**src/verilog/vec_pkg.sv**
```systemverilog
`default_nettype none

package vec_pkg;

  //////////////////////////////////////////////////////////////////////
  // Geometry
  //////////////////////////////////////////////////////////////////////

  localparam int unsigned NR_LANES       = 4;
  localparam int unsigned ELEMS_PER_LANE = 4;
  // Element i of a register lives in lane i % 4, slot i / 4
  localparam int unsigned MAX_VL         = NR_LANES * ELEMS_PER_LANE;
  localparam int unsigned NR_VREGS       = 8;
  localparam int unsigned ELEM_W         = 32;

  //////////////////////////////////////////////////////////////////////
  // Types
  //////////////////////////////////////////////////////////////////////

  typedef logic [ELEM_W-1:0]                 elem_t;
  typedef logic [$clog2(NR_VREGS)-1:0]       vreg_idx_t;
  typedef logic [$clog2(ELEMS_PER_LANE)-1:0] slot_t;
  // One extra bit so that a full vector length fits
  typedef logic [$clog2(MAX_VL+1)-1:0]       vl_t;
  typedef logic [NR_LANES-1:0]               lane_mask_t;

  // Instructions accepted from the scalar core
  typedef enum logic [3:0] {
    OP_SETVL   = 4'h0,
    OP_VADD_VV = 4'h1,
    OP_VSUB_VV = 4'h2,
    OP_VAND_VV = 4'h3,
    OP_VXOR_VV = 4'h4,
    OP_VADD_VX = 4'h5,
    // Broadcast scalar into vd
    OP_VMV_VX  = 4'h6,
    // Scalar results
    OP_VREDSUM = 4'h7,
    OP_VMV_XS  = 4'h8
  } vec_op_e;

endpackage

`default_nettype wire

```
**src/verilog/vec_sequencer.sv**
```systemverilog
`timescale 1ns/1ps
`default_nettype none

module vec_sequencer import vec_pkg::*; (
  input  logic       clk_i,
  input  logic       rst_n_i,
  // Dispatcher
  input  vec_op_e    seq_op_i,
  input  vreg_idx_t  seq_vd_i,
  input  vreg_idx_t  seq_vs1_i,
  input  vreg_idx_t  seq_vs2_i,
  input  elem_t      seq_scalar_i,
  input  vl_t        seq_vl_i,
  input  logic       seq_valid_i,
  output logic       seq_ready_o,
  // Beat broadcast to the lanes
  output logic       beat_valid_o,
  output vec_op_e    beat_op_o,
  output slot_t      beat_slot_o,
  output vreg_idx_t  beat_vd_o,
  output vreg_idx_t  beat_vs1_o,
  output vreg_idx_t  beat_vs2_o,
  output elem_t      beat_scalar_o,
  output lane_mask_t beat_en_o,
  output logic       beat_last_o
);

  logic      busy_q;
  logic      first_q;
  vec_op_e   op_q;
  vl_t       vl_q;
  slot_t     slot_q;
  slot_t     last_slot_q;
  vreg_idx_t vd_q;
  vreg_idx_t vs1_q;
  vreg_idx_t vs2_q;
  elem_t     scalar_q;
  // Destinations of beats in the lane read and execute stages
  logic      p1_wr_q;
  logic      p2_wr_q;
  vreg_idx_t p1_vd_q;
  vreg_idx_t p2_vd_q;

  logic      accept;
  logic      fire;
  logic      stall;
  logic      no_beats;
  vl_t       vl_m1;
  slot_t     first_slot;
  slot_t     last_slot;

  function automatic logic writes_vd(vec_op_e op);
    return !((op == OP_VREDSUM) || (op == OP_VMV_XS));
  endfunction

  //////////////////////////////////////////////////////////////////////
  // Slot range of the incoming instruction
  //////////////////////////////////////////////////////////////////////

  assign vl_m1    = seq_vl_i - 5'd1;
  // Element ops with vl zero are retired at once
  assign no_beats = (seq_vl_i == '0) && writes_vd(seq_op_i);

  always_comb begin
    if (seq_op_i == OP_VMV_XS) begin
      // Element index taken modulo 16
      first_slot = seq_scalar_i[3:2];
      last_slot  = seq_scalar_i[3:2];
    end else begin
      first_slot = '0;
      last_slot  = (seq_vl_i == '0) ? slot_t'(0) : vl_m1[3:2];
    end
  end

  //////////////////////////////////////////////////////////////////////
  // Issue
  //////////////////////////////////////////////////////////////////////

  // Later beats of an instruction trail its first beat, so only that one is checked
  assign stall = first_q &&
                 ((p1_wr_q && ((p1_vd_q == vs1_q) || (p1_vd_q == vs2_q))) ||
                  (p2_wr_q && ((p2_vd_q == vs1_q) || (p2_vd_q == vs2_q))));

  assign fire        = busy_q && !stall;
  assign beat_last_o = (slot_q == last_slot_q);
  assign seq_ready_o = !busy_q || (fire && beat_last_o);
  assign accept      = seq_valid_i && seq_ready_o;

  always_comb begin
    for (int l = 0; l < NR_LANES; l++) begin
      if (op_q == OP_VMV_XS) begin
        beat_en_o[l] = (scalar_q[1:0] == l[1:0]);
      end else begin
        beat_en_o[l] = ({slot_q, l[1:0]} < vl_q);
      end
    end
  end

  assign beat_valid_o  = fire;
  assign beat_op_o     = op_q;
  assign beat_slot_o   = slot_q;
  assign beat_vd_o     = vd_q;
  assign beat_vs1_o    = vs1_q;
  assign beat_vs2_o    = vs2_q;
  assign beat_scalar_o = scalar_q;

  always_ff @(posedge clk_i or negedge rst_n_i) begin
    if (!rst_n_i) begin
      busy_q      <= 1'b0;
      first_q     <= 1'b0;
      op_q        <= OP_VADD_VV;
      vl_q        <= '0;
      slot_q      <= '0;
      last_slot_q <= '0;
      p1_wr_q     <= 1'b0;
      p2_wr_q     <= 1'b0;
      p1_vd_q     <= '0;
      p2_vd_q     <= '0;
    end else begin
      p1_wr_q <= fire && writes_vd(op_q);
      p1_vd_q <= vd_q;
      p2_wr_q <= p1_wr_q;
      p2_vd_q <= p1_vd_q;
      if (accept) begin
        busy_q      <= !no_beats;
        first_q     <= 1'b1;
        op_q        <= seq_op_i;
        vl_q        <= seq_vl_i;
        slot_q      <= first_slot;
        last_slot_q <= last_slot;
      end else if (fire) begin
        first_q <= 1'b0;
        if (beat_last_o) begin
          busy_q <= 1'b0;
        end else begin
          slot_q <= slot_q + 2'd1;
        end
      end
    end
  end

  always_ff @(posedge clk_i) begin
    if (accept) begin
      vd_q     <= seq_vd_i;
      vs1_q    <= seq_vs1_i;
      vs2_q    <= seq_vs2_i;
      scalar_q <= seq_scalar_i;
    end
  end

endmodule

`default_nettype wire

```
**config.mk**
```make
export PLATFORM = sky130hd
export DESIGN_NAME = vec_sequencer
export DESIGN_NICKNAME = d
export VERILOG_FILES = /design/src/verilog/vec_pkg.sv /design/src/verilog/vec_sequencer.sv
export SDC_FILE = /design/constraint.sdc
export NUM_CORES = 1
export LEC_CHECK = 0
export BUFFER_PORTS_ARGS = -buffer_cell sky130_fd_sc_hd__buf_2
export CAP_MARGIN = 20
export CORE_MARGIN = 2
export CORE_UTILIZATION = 43
export CTS_CLUSTER_DIAMETER = 150
export CTS_CLUSTER_SIZE = 28
export DETAILED_ROUTE_END_ITERATION = 8
export PLACE_DENSITY = 0.75
export SLEW_MARGIN = 0
export SYNTH_ARGS = -nofsm -noshare
export SYNTH_HDL_FRONTEND = slang
export SYNTH_SLANG_ARGS = --single-unit
```
**constraint.sdc**
```tcl
create_clock -name clk_i -period 2.5 [get_ports clk_i]
set_clock_uncertainty 0.15 [all_clocks]
set_input_delay 0.25 -clock clk_i [delete_from_list [all_inputs] [get_ports clk_i]]
set_output_delay 0.25 -clock clk_i [all_outputs]
set_load 0.005 [all_outputs]
```
# [Yosys cells after proc, flatten, opt, wreduce, memory -nomap -nowiden]
# Index checks and enable logic that the tools add are counted.
# W data, S select, Z words.
[op_classes] n_mux=15 eq_ne=13 n_addsub=2 magnitude_cmp=4 reduce_logical=25
[ops] operator="$lt A4 B5 Y1" count=4
[ops] operator="$eq A3 B3 Y1" count=4
[ops] operator="$mux W2" count=6
[ops] operator="$mux W1" count=9
[ops] operator="$eq A4 B3 Y1 const B" count=2
[ops] operator="$eq A4 B4 Y1 const B" count=2
[ops] operator="$logic_and A1 B1 Y1" count=8
[ops] operator="$logic_or A1 B1 Y1" count=6
[ops] operator="$logic_not A1 Y1" count=5
[ops] operator="$logic_not A5 Y1" count=1
[ops] operator="$eq A2 B2 Y1 const B" count=2
[ops] operator="$reduce_and A2 Y1" count=2
[ops] operator="$reduce_bool A2 Y1" count=2
[ops] operator="$sub A4 B1 Y4 const B" count=1
[ops] operator="$add A2 B1 Y2 const B" count=1
[ops] operator="$eq A2 B1 Y1 const B" count=1
[ops] operator="$eq A2 B2 Y1" count=1
[ops] operator="$logic_not A2 Y1" count=1
[ops] operator="$ne A2 B1 Y1 const B" count=1
[word_totals] register_bits=64 out_inout_bits=54 word_cells=73

# [Depth between registers and ports, before layout]
# Gate-level depths: netlist (run 1).
[logic_depth] depth_word=12 ltp_mapped=8 ltp_nobuf=7

# [Worst setup path before layout (run 1)]
# Ideal clock, no wire load.
[synth_path] path_type="reg-to-reg" from="reg slot_q[0], in the netlist beat_slot_o[0]" to="reg scalar_q[0], in the netlist beat_scalar_o[0], enable pin" n_path_buf=2 arrival_time_ns=2.106 synth_period_minus_slack_ns=2.651 t_required_ns=1.954 path_stages_with_launch=9 setup_slack_ns=-0.151 path_cell_list="dfrtp_1 buf_6 xnor2_1 nand2_1 clkinv_2 nand3_2 a21o_1 buf_6 inv_1"
[synth_between] elab_chain_len=4
[synth_lines] element="start: declaration" line="vec_sequencer.sv:32" source="slot_t slot_q;"
[synth_lines] element="start signal: assignment" line="vec_sequencer.sv:129" source="slot_q <= first_slot;"
[synth_lines] element="start signal: assignment" line="vec_sequencer.sv:136" source="slot_q <= slot_q + 2'd1;"
[synth_lines] element="$eq A2 B2 Y1" line="vec_sequencer.sv:85" source="assign beat_last_o = (slot_q == last_slot_q);"
[synth_lines] element="named net beat_last_o" line="vec_sequencer.sv:25" source="output logic beat_last_o"
[synth_lines] element="$logic_and A1 B1 Y1" line="vec_sequencer.sv:86" source="assign seq_ready_o = !busy_q || (fire && beat_last_o);"
[synth_lines] element="$logic_or A1 B1 Y1" line="vec_sequencer.sv:86"
[synth_lines] element="$logic_and A1 B1 Y1" line="vec_sequencer.sv:87" source="assign accept = seq_valid_i && seq_ready_o;"
[synth_lines] element="named net accept" line="vec_sequencer.sv:44" source="logic accept;"
[synth_lines] element="end signal: assignment" line="vec_sequencer.sv:147" source="scalar_q <= seq_scalar_i;"
[synth_lines] element="end: declaration" line="vec_sequencer.sv:37" source="elem_t scalar_q;"
# The timed path passes the listed nets, and every way through them passes these cells.
# A chain may end at the register's enable or synchronous reset.

# [Final worst setup path (run 1)]
[layout_path] from="reg slot_q[0], in the netlist beat_slot_o[0]" to="out beat_en_o[0]"
[layout_between] elab_chain_len=2
[layout_lines] element="$lt A4 B5 Y1" line="vec_sequencer.sv:94" source="beat_en_o[l] = ({slot_q, l[1:0]} < vl_q);"
[layout_lines] element="$mux W1" line="vec_sequencer.sv:91" source="if (op_q == OP_VMV_XS) begin"
[layout_lines] element="end: declaration" line="vec_sequencer.sv:24" source="output lane_mask_t beat_en_o,"
# Every way passes these cells.

==> results of run 1 <==
-- layout make-up --
cell class	instances	area, um2	area share [%]
Sequential cell	64	1810	47.4
Clock buffer	9	124	3.25
Multi-Input combinational cell	93	713	18.7
Inverter	8	35.0	0.918
Tap cell	75	93.8	2.46
Clock inverter	7	53.8	1.41
Timing Repair Buffer	151	988	25.9
-- metrics by stage --
step	cells	area, um2
after detailed placement	348	3200
after global placement	348	3200
after CTS	407	3810
after floorplan	170	2590
final	407	3820
after global routing	407	3820
-- logic make-up after synthesis --
group | count (synthesis) | share of synthesized area, %
AOI/OAI and AO/OA | 27 | 6.59
xor gates and xnor gates | 14 | 4.75
adders and majority gates | 3 | 1.45
buffers and inverters | 13 | 2.57
DFF | 64 | 70.0
muxes | 12 | 6.49
and+or+nand+nor | 37 | 8.18
-- Yosys cell counts (2+ instances only) --
library cell,instances
ha_1,3
o21ai_0,10
clkbuf_1,2
nor2_1,5
buf_6,2
mux2_4,9
edfxtp_1,41
nor3b_1,3
xor2_1,12
inv_1,7
a21oi_1,7
o21a_1,2
a21o_1,2
dfrtp_1,22
xnor2_1,2
mux2_2,2
nand2_1,13
nor4_1,4
-- metal layers --
metal	global-route usage (%)	up-vias	wire, um
li1	-	937	-
met1	20.9	895	2420
met2	30.1	64	2950
met3	6.70	8	401
met4	8.31	0	89
met5	0	-	0
-- flip-flops by register name, summed over array words and instances, names as in the netlist --
register / count
p1_vd_q: 3
p1_wr_q: 1
busy_q: 1
p2_vd_q: 3
beat_scalar_o: 32
beat_vd_o: 3
last_slot_q: 2
beat_op_o: 4
p2_wr_q: 1
beat_vs1_o: 3
first_q: 1
vl_q: 5
beat_vs2_o: 3
beat_slot_o: 2
-- power by group --
group / internal [W] / switching, W / total, W
clock network: 0.000370 / 0.000434 / 0.000804
logic: 0.000829 / 0.000762 / 0.00159
registers: 0.00160 / 0.000255 / 0.00185
total: 0.00280 / 0.00145 / 0.00425
-- final timing paths --
kind | startpoint | end | slack, ns | depth (start not counted)
min in group asynchronous | rst_n_i | p2_vd_q[2] | 0.26 | 2
setup / recovery | beat_slot_o[0] | beat_en_o[0] | 0.18 | 6
hold / removal | seq_op_i[3] | beat_op_o[3] | 0.02 | 2
hold reg to reg | beat_vd_o[0] | p1_vd_q[0] | 0.22 | 0
max in group asynchronous | rst_n_i | beat_op_o[0] | 1.57 | 2
setup reg to reg | beat_vs2_o[1] | last_slot_q[1] | 0.37 | 7
-- timing repair --
action / 4_1_cts / 5_1_grt
hold endpoints to repair: 64 / 0
buffers inserted: 0 / 0
endpoints found under the setup margin: 0 / 3
hold buffers: 43 / 0
resized for setup: 0 / 1
==> run metrics, run 1 <==
initial antenna violation count=0; hold crit path type=input pin to register; final critical-path required period=around 2.3 ns; worst path bufs/invs=2; Synth Warn #=0; leak pwr=about 1.7 nW; status=complete, no violations; vias after detailed routing=approximately 1900; endpoints failing setup=0; RSZ-0062 raised after global routing=false; Clock Sinks=64; Total GRT Usage=between 10% and 20%; Final Util=about two thirds; #FFs+latches synth=64; Synth Cell Area=between 0.002 and 0.003 mm2; Yosys top cell by area=edfxtp_1; vias per cell=between 4 and 5; PortBufs=~110; largest net degree at the start of global routing=37; Starting Density=44.2%; clock root buffer=clkbuf_8; Rows=28; post-route setup TNS=0 ns; die width=81.5 um; Clock Path Buffers=2; Placeable Area=~0.006 mm2; share of the yosys chip area belonging to registers=a little over two thirds; # IOs=107; Syn Inst Count=170; nets@finish=approximately 380; die area=0.00664 mm2; Net Count, Synth=roughly 230; FFs w/ async S/R, synth=about 36%; final worst-path cycle share=around 93%; endpoint kind of the worst setup timing path=output port; crit-path cells=inv_1 -> ha_1 -> nand3b_1 -> o21ai_0 -> o311ai_1 -> buf_2; Overflow after GRT=0; most common cell after layout, fill and taps aside=buf_2; share of layout cells above drive strength 1=between 40% and 50%; CP required=around 2.1 ns; most frequent cells in the layout=buf_2, dlygate4sd3_1, edfxtp_1; Slew @ Worst Pin=0.586 ns; final wirelength=about 6000 um; slowest CP cell=dfrtp_1; CTS tree=built; per-cell routed wire length=between 10 and 15 um; # diodes=0; number of global-route vias before repair=roughly 1900; Worst EP arrival=1.92 ns; first-pass GRT wire length=just under 9000 um; die height=slightly above 80 um; CP max stage delay=roughly 0.51 ns; Slew HR=between 60 and 70%; Setup CP Type=register to output port; CP Max Fanout=10; Distinct cells, synth=40; Hold Violations, Final=0; CP delay by family, top=flip-flops; hpwl dp=3930 um; post-route setup slack=~0.18 ns; max cap viols=0; post-route ant nets=0; pwr dens=around 1100 mW/mm2; clk slew on worst S/H paths=approximately 0.070 ns; GPL Wtd Cong=about 0.83; pre-CTS setup slack=between 0.3 and 0.4 ns; Post-synth EDFFs=41; fmax=about 0.43 GHz; Hold Slack=0.0183 ns; total CTS buffers=9; Synth top area share=between 40% and 50%; Overall Power=0.00425 W; Startpoint Class=register; clk_lat worst skew=0.34 ns; Mapped Avg Cell Area=~15 um2; Synth area leaders=edfxtp_1, dfrtp_1, mux2_4, xor2_1, o21ai_0; Fill cells=450; H-tree levels=3; area delta synth->final=47.7%; TritonRoute pass-1 iters=4; fin. max-slew vios=0; DR iter-0 viols=63; drt drc=0; Peak VDD IR=about 0.55 mV; Primary FF master, synth=edfxtp_1
Note: power is estimated with default switching activity, not from simulation.
==> run 2, diff against run 1 <==
--- a/config.mk
+++ b/config.mk
@@ -9,10 +9,10 @@
 export CAP_MARGIN = 20
 export CORE_MARGIN = 2
 export CORE_UTILIZATION = 43
-export CTS_CLUSTER_DIAMETER = 150
+export CTS_CLUSTER_DIAMETER = 100
 export CTS_CLUSTER_SIZE = 28
 export DETAILED_ROUTE_END_ITERATION = 8
-export PLACE_DENSITY = 0.75
+export PLACE_DENSITY = 0.87
 export SLEW_MARGIN = 0
 export SYNTH_ARGS = -nofsm -noshare
 export SYNTH_HDL_FRONTEND = slang
==> run metrics, run 2 (same netlist as run 1, synthesis figures left out) <==
Starting Density=44.2% (unchanged); Reg2Reg Capture Point=beat_scalar_o[16]; final critical-path required period=2.39 ns (+0.0680 ns); TritonRoute pass-1 iters=4 (unchanged); die height=81.5 um (unchanged); area delta synth->final=47.6% (about the same); leak pwr=1.69 nW (+0.19%); post-route setup TNS=0 ns (unchanged); Slew HR=61.1% (+0.22 points); RSZ-0062 raised after global routing=false; die width=81.5 um (unchanged); H-tree levels=3 (unchanged); R2R Path Start=beat_vs2_o[1]; drt drc=0 (unchanged); pwr dens=1130 mW/mm2 (+1.8%); number of global-route vias before repair=2056 (+7.1%); most common cell after layout, fill and taps aside=buf_2; total CTS buffers=9 (unchanged); Fill cells=441 (-2.0%); Hold Violations, Final=0 (unchanged); final worst-path cycle share=95.7% (+2.7 points); max reg flops=32 (unchanged); WHS Path Cells=2 (unchanged); CTS tree=built; Total GRT Usage=19.7% (+1.6 points); PortBufs=106 (unchanged); initial antenna violation count=0 (unchanged); status=complete, no violations; CP Max Fanout=7 (-3); CP max stage delay=0.65 ns (+0.14 ns); hpwl dp=4200 um (+7.0%); # IOs=107 (unchanged); fmax=0.418 GHz (-2.8%); Final Util=65.2% (about the same); max cap viols=0 (unchanged); Clock Path Buffers=2 (unchanged); GPL Wtd Cong=0.749 (-9.3%); endpoints failing setup=0 (unchanged); crit-path cells=or4b_1 -> o21a_1 -> o21ai_0 -> o311ai_1 -> buf_2; per-cell routed wire length=15.2 um (+5.6%); Peak VDD IR=0.625 mV (+14%); nets@finish=382 (-0.26%); hold crit path type=input pin to register; Slew @ Worst Pin=0.582 ns (-0.00324 ns); Setup CP Type=register to output port; vias per cell=4.96 (+6.0%); Clock Sinks=64 (unchanged); slowest CP cell=or4b_1; post-route ant nets=0 (unchanged); die area=0.00664 mm2 (unchanged); most frequent cells in the layout=buf_2, dlygate4sd3_1, edfxtp_1; final wirelength=6180 um (+5.3%); clk_lat worst skew=0.33 ns (about the same); # diodes=0 (unchanged); Placeable Area=0.00585 mm2 (unchanged); clock root buffer=clkbuf_8; setup slack, reg-to-reg=0.27 ns (-0.10 ns); fin. max-slew vios=0 (unchanged); CP required=2.10 ns (about the same); Overflow after GRT=0 (unchanged); vias after detailed routing=2013 (+5.7%); Hold Crit Endpoint=vl_q[1]; Rows=28 (unchanged); share of layout cells above drive strength 1=42.0% (-0.48 points); Worst EP arrival=1.99 ns (+0.07 ns); DR iter-0 viols=91 (+44%); Startpoint Class=register; largest net degree at the start of global routing=32 (-14%); clk slew on worst S/H paths=0.06 ns (about the same); endpoint kind of the worst setup timing path=output port; first-pass GRT wire length=9540 um (+8.0%); Hold Path Origin=seq_vl_i[1]; Worst Reg-to-Reg Cells=7 (unchanged)
==> run 2: what timing repair did <==
| action | CTS | global route |
|---|---|---|
| hold buffers | 42 | 0 |
| setup buffers | 0 | 0 |
| gates resized for setup | 0 | 0 |
| hold endpoints to repair | 63 | 0 |
==> run 2: per-stage QoR <==
step / cell area [um2] / std cells / hold WS, ns / total power (W) / setup slack, ns
global route: 3810 / 406 / 0.0188 / 0.00459 / 0.0363
floorplan: 2590 / 170 / -0.196 / 0.00281 / 0.0248
global placement: 3200 / 348 / 0.102 / 0.00336 / 0.336
finish: 3810 / 406 / 0.0272 / 0.00432 / 0.108
CTS: 3810 / 406 / 0.00335 / 0.00435 / 0.0875
detailed placement: 3200 / 348 / 0.105 / 0.00345 / 0.289
==> run 2: how the worst max path moves through the flow <==
stage,startpoint,end,slack (ns),cells after the start
global route,beat_vs2_o[1],beat_valid_o,0.04,7
global placement,beat_vs2_o[1],beat_vs1_o[0],0.34,7
detailed placement,beat_vs2_o[1],beat_scalar_o[31],0.29,7
floorplan,beat_vs2_o[1],beat_scalar_o[0],0.02,7
CTS,beat_op_o[1],beat_en_o[0],0.09,5
finish,beat_op_o[1],beat_en_o[0],0.11,5
==> run 2: per-layer routing <==
metal	up-vias	routed length (um)	GRT usage, %
li1	934	-	-
met1	976	2260	20.8
met2	86	3230	33.9
met3	17	507	8.68
met4	0	178	9.15
met5	-	0	0
==> run 2: layout make-up <==
type,count,area (um2),share of cell area [%]
clock buffer,10,128,3.35
clock inverter,6,60.1,1.58
inverter,8,35.0,0.919
multi-input combinational,93,709,18.6
sequential,64,1810,47.4
tap,75,93.8,2.46
timing repair buffer,150,978,25.7
==> run 2: power by group <==
part | switching (W) | internal (W) | total [W] | leakage (nW)
registers | 0.000254 | 0.00160 | 0.00185 | 0.648
logic | 0.000795 | 0.000824 | 0.00162 | 0.946
clock network | 0.000391 | 0.000455 | 0.000847 | 0.0937
==> run 2: worst max-delay path, delay by kind of cell, from the launching register on <==
| kind | cells | cell delay [ns] |
|---|---|---|
| AOI/OAI and AO/OA | 3 | 0.45 |
| and+or+nand+nor | 1 | 0.65 |
| DFF | 1 | 0.41 |
| buffers and inverters | 1 | 0.15 |
==> run 3, diff against run 2 <==
--- a/config.mk
+++ b/config.mk
@@ -12,6 +12,7 @@
 export CTS_CLUSTER_DIAMETER = 100
 export CTS_CLUSTER_SIZE = 28
 export DETAILED_ROUTE_END_ITERATION = 8
+export HOLD_SLACK_MARGIN = 0.15
 export PLACE_DENSITY = 0.87
 export SLEW_MARGIN = 0
 export SYNTH_ARGS = -nofsm -noshare
==> run metrics, run 3 (same netlist as run 1, synthesis figures left out) <==
CP required=2.10 ns (about the same); Final Non-Filler Cells=416 (+2.5%); per-cell routed wire length=15.2 um (+0.17%); die width=81.5 um (unchanged); vias per cell=4.92 (-0.80%); drt drc=0 (unchanged); CP Max Fanout=7 (unchanged); max cap viols=0 (unchanged); endpoints failing setup=0 (unchanged); Startpoint Class=register; Overflow after GRT=0 (unchanged); max reg flops=32 (unchanged); Overall Power=0.00434 W (+0.41%); Flop pwr share=42.7% (-0.2 points); most common cell after layout, fill and taps aside=buf_2; switching portion of total power=33.4% (+0.034 points); pwr dens=1110 mW/mm2 (-2.2%); DR iter-0 viols=81 (-11%); largest net degree at the start of global routing=32 (unchanged); Hold Violations, Final=0 (unchanged); # IOs=107 (unchanged); CTS tree=built; final wirelength=6340 um (+2.6%); Hold Slack=0.235 ns (+0.208 ns); Peak VDD IR=0.538 mV (-14%); status=complete, no violations; fmax=0.420 GHz (+0.36%); Pint=0.00289 W (+0.35%); initial antenna violation count=0 (unchanged); die area=0.00664 mm2 (unchanged); setup slack, reg-to-reg=0.26 ns (about the same); RSZ-0062 raised after global routing=false; Slew HR=62.4% (+1.3 points); hold crit path type=register to register; clock share of power=19.6% (about the same); clock root buffer=clkbuf_8; Logic pwr share=37.7% (+0.2 points); endpoint kind of the worst setup timing path=output port; GPL Wtd Cong=0.749 (unchanged); most frequent cells in the layout=buf_2, dlygate4sd3_1, edfxtp_1; P_sw=0.00145 W (+0.51%); die height=81.5 um (unchanged); number of global-route vias before repair=2078 (+1.1%); hpwl dp=4200 um (unchanged); PortBufs=106 (unchanged); nets@finish=392 (+2.6%); share of layout cells above drive strength 1=40.8% (-1.2 points); final worst-path cycle share=95.3% (-0.35 points); Starting Density=44.2% (unchanged); final critical-path required period=2.38 ns (-0.00866 ns); Worst EP arrival=1.98 ns (about the same); H-tree levels=3 (unchanged); vias after detailed routing=2046 (+1.6%); first-pass GRT wire length=9780 um (+2.5%); leak pwr=1.73 nW (+2.5%); post-route ant nets=0 (unchanged); clk slew on worst S/H paths=0.07 ns (about the same); # diodes=0 (unchanged); Total GRT Usage=20.2% (+0.45 points); Clock Sinks=64 (unchanged); total CTS buffers=9 (unchanged); Rows=28 (unchanged); area delta synth->final=51.4%; Cells after DPL=348 (unchanged); Clock Path Buffers=2 (unchanged); Post-CTS Repair Setup Buffers=0 (unchanged); fin. max-slew vios=0 (unchanged); Placeable Area=0.00585 mm2 (unchanged); Setup CP Type=register to output port; clk_lat worst skew=0.33 ns (about the same); TritonRoute pass-1 iters=4 (unchanged); Slew @ Worst Pin=0.563 ns (-0.0191 ns); post-route setup TNS=0 ns (unchanged)
## run 3: cell count changes in the layout (fill, tap and decap cells not counted), sizes merged
cell / change
dlygate4sd3: +10
## run 3: stage by stage
step	utilization [%]	cell area, um2	setup slack (ns)
after floorplan	-	2590	0.0248
after global placement	54.8	3200	0.336
after detailed placement	54.8	3200	0.289
after CTS	66.9	3910	0.0875
after global routing	66.9	3910	0.0363
final	66.9	3910	0.117
## run 3: power groups by stage
stage | Combinational [W] | Sequential (W) | Clock (W)
after floorplan | 0.000965 | 0.00185 | 0
after global placement | 0.00151 | 0.00185 | 0
after detailed placement | 0.00158 | 0.00187 | 0
after CTS | 0.00164 | 0.00185 | 0.000866
after global routing | 0.00180 | 0.00190 | 0.000909
final | 0.00163 | 0.00185 | 0.000850
## run 3: what timing repair did
item | 4_1_cts | 5_1_grt
gates resized for setup | 0 | 0
endpoints found under the setup margin | 0 | 0
endpoints found under the hold margin | 76 | 0
hold buffers | 52 | 0
## run 3: path summary, 6_finish.rpt
| check | startpoint | endpoint | depth (start not counted) |
|---|---|---|---|
| worst max-delay path | beat_op_o[1] | beat_en_o[0] | 5 |
| worst min-delay path | p1_wr_q | p2_wr_q | 0 |
| worst max register to register | beat_vs2_o[1] | beat_vs2_o[2] | 7 |
| worst min register to register | p1_wr_q | p2_wr_q | 0 |
| max in group asynchronous | rst_n_i | beat_op_o[0] | 2 |
| min in group asynchronous | rst_n_i | p2_wr_q | 2 |
## run 3: routing by layer
layer / part of all wire (%) / global-route usage [%] / wire length (um) / up-vias
met4: 2.8 / 9.15 / 178 / 0
met1: 38 / 21.5 / 2380 / 997
met3: 6.6 / 7.69 / 416 / 17
met5: 0 / 0 / 0 / -
li1: - / - / - / 955
met2: 53 / 35.3 / 3360 / 77
## run 3: area by class of cell
| type | instances | area [um2] |
|---|---|---|
| Tap cell | 75 | 93.8 |
| Clock inverter | 6 | 60.1 |
| Inverter | 8 | 35.0 |
| Fill cell | 432 | 1940 |
| Sequential cell | 64 | 1810 |
| Timing Repair Buffer | 160 | 1080 |
| Clock buffer | 10 | 128 |
| Multi-Input combinational cell | 93 | 709 |
## run 3: worst max-delay path, stage by stage, from the launching register on
cell      delay [ns]
dfrtp_1         0.41
or4b_1          0.65
o21a_1          0.17
o21ai_0         0.12
o311ai_1        0.15
buf_2           0.15
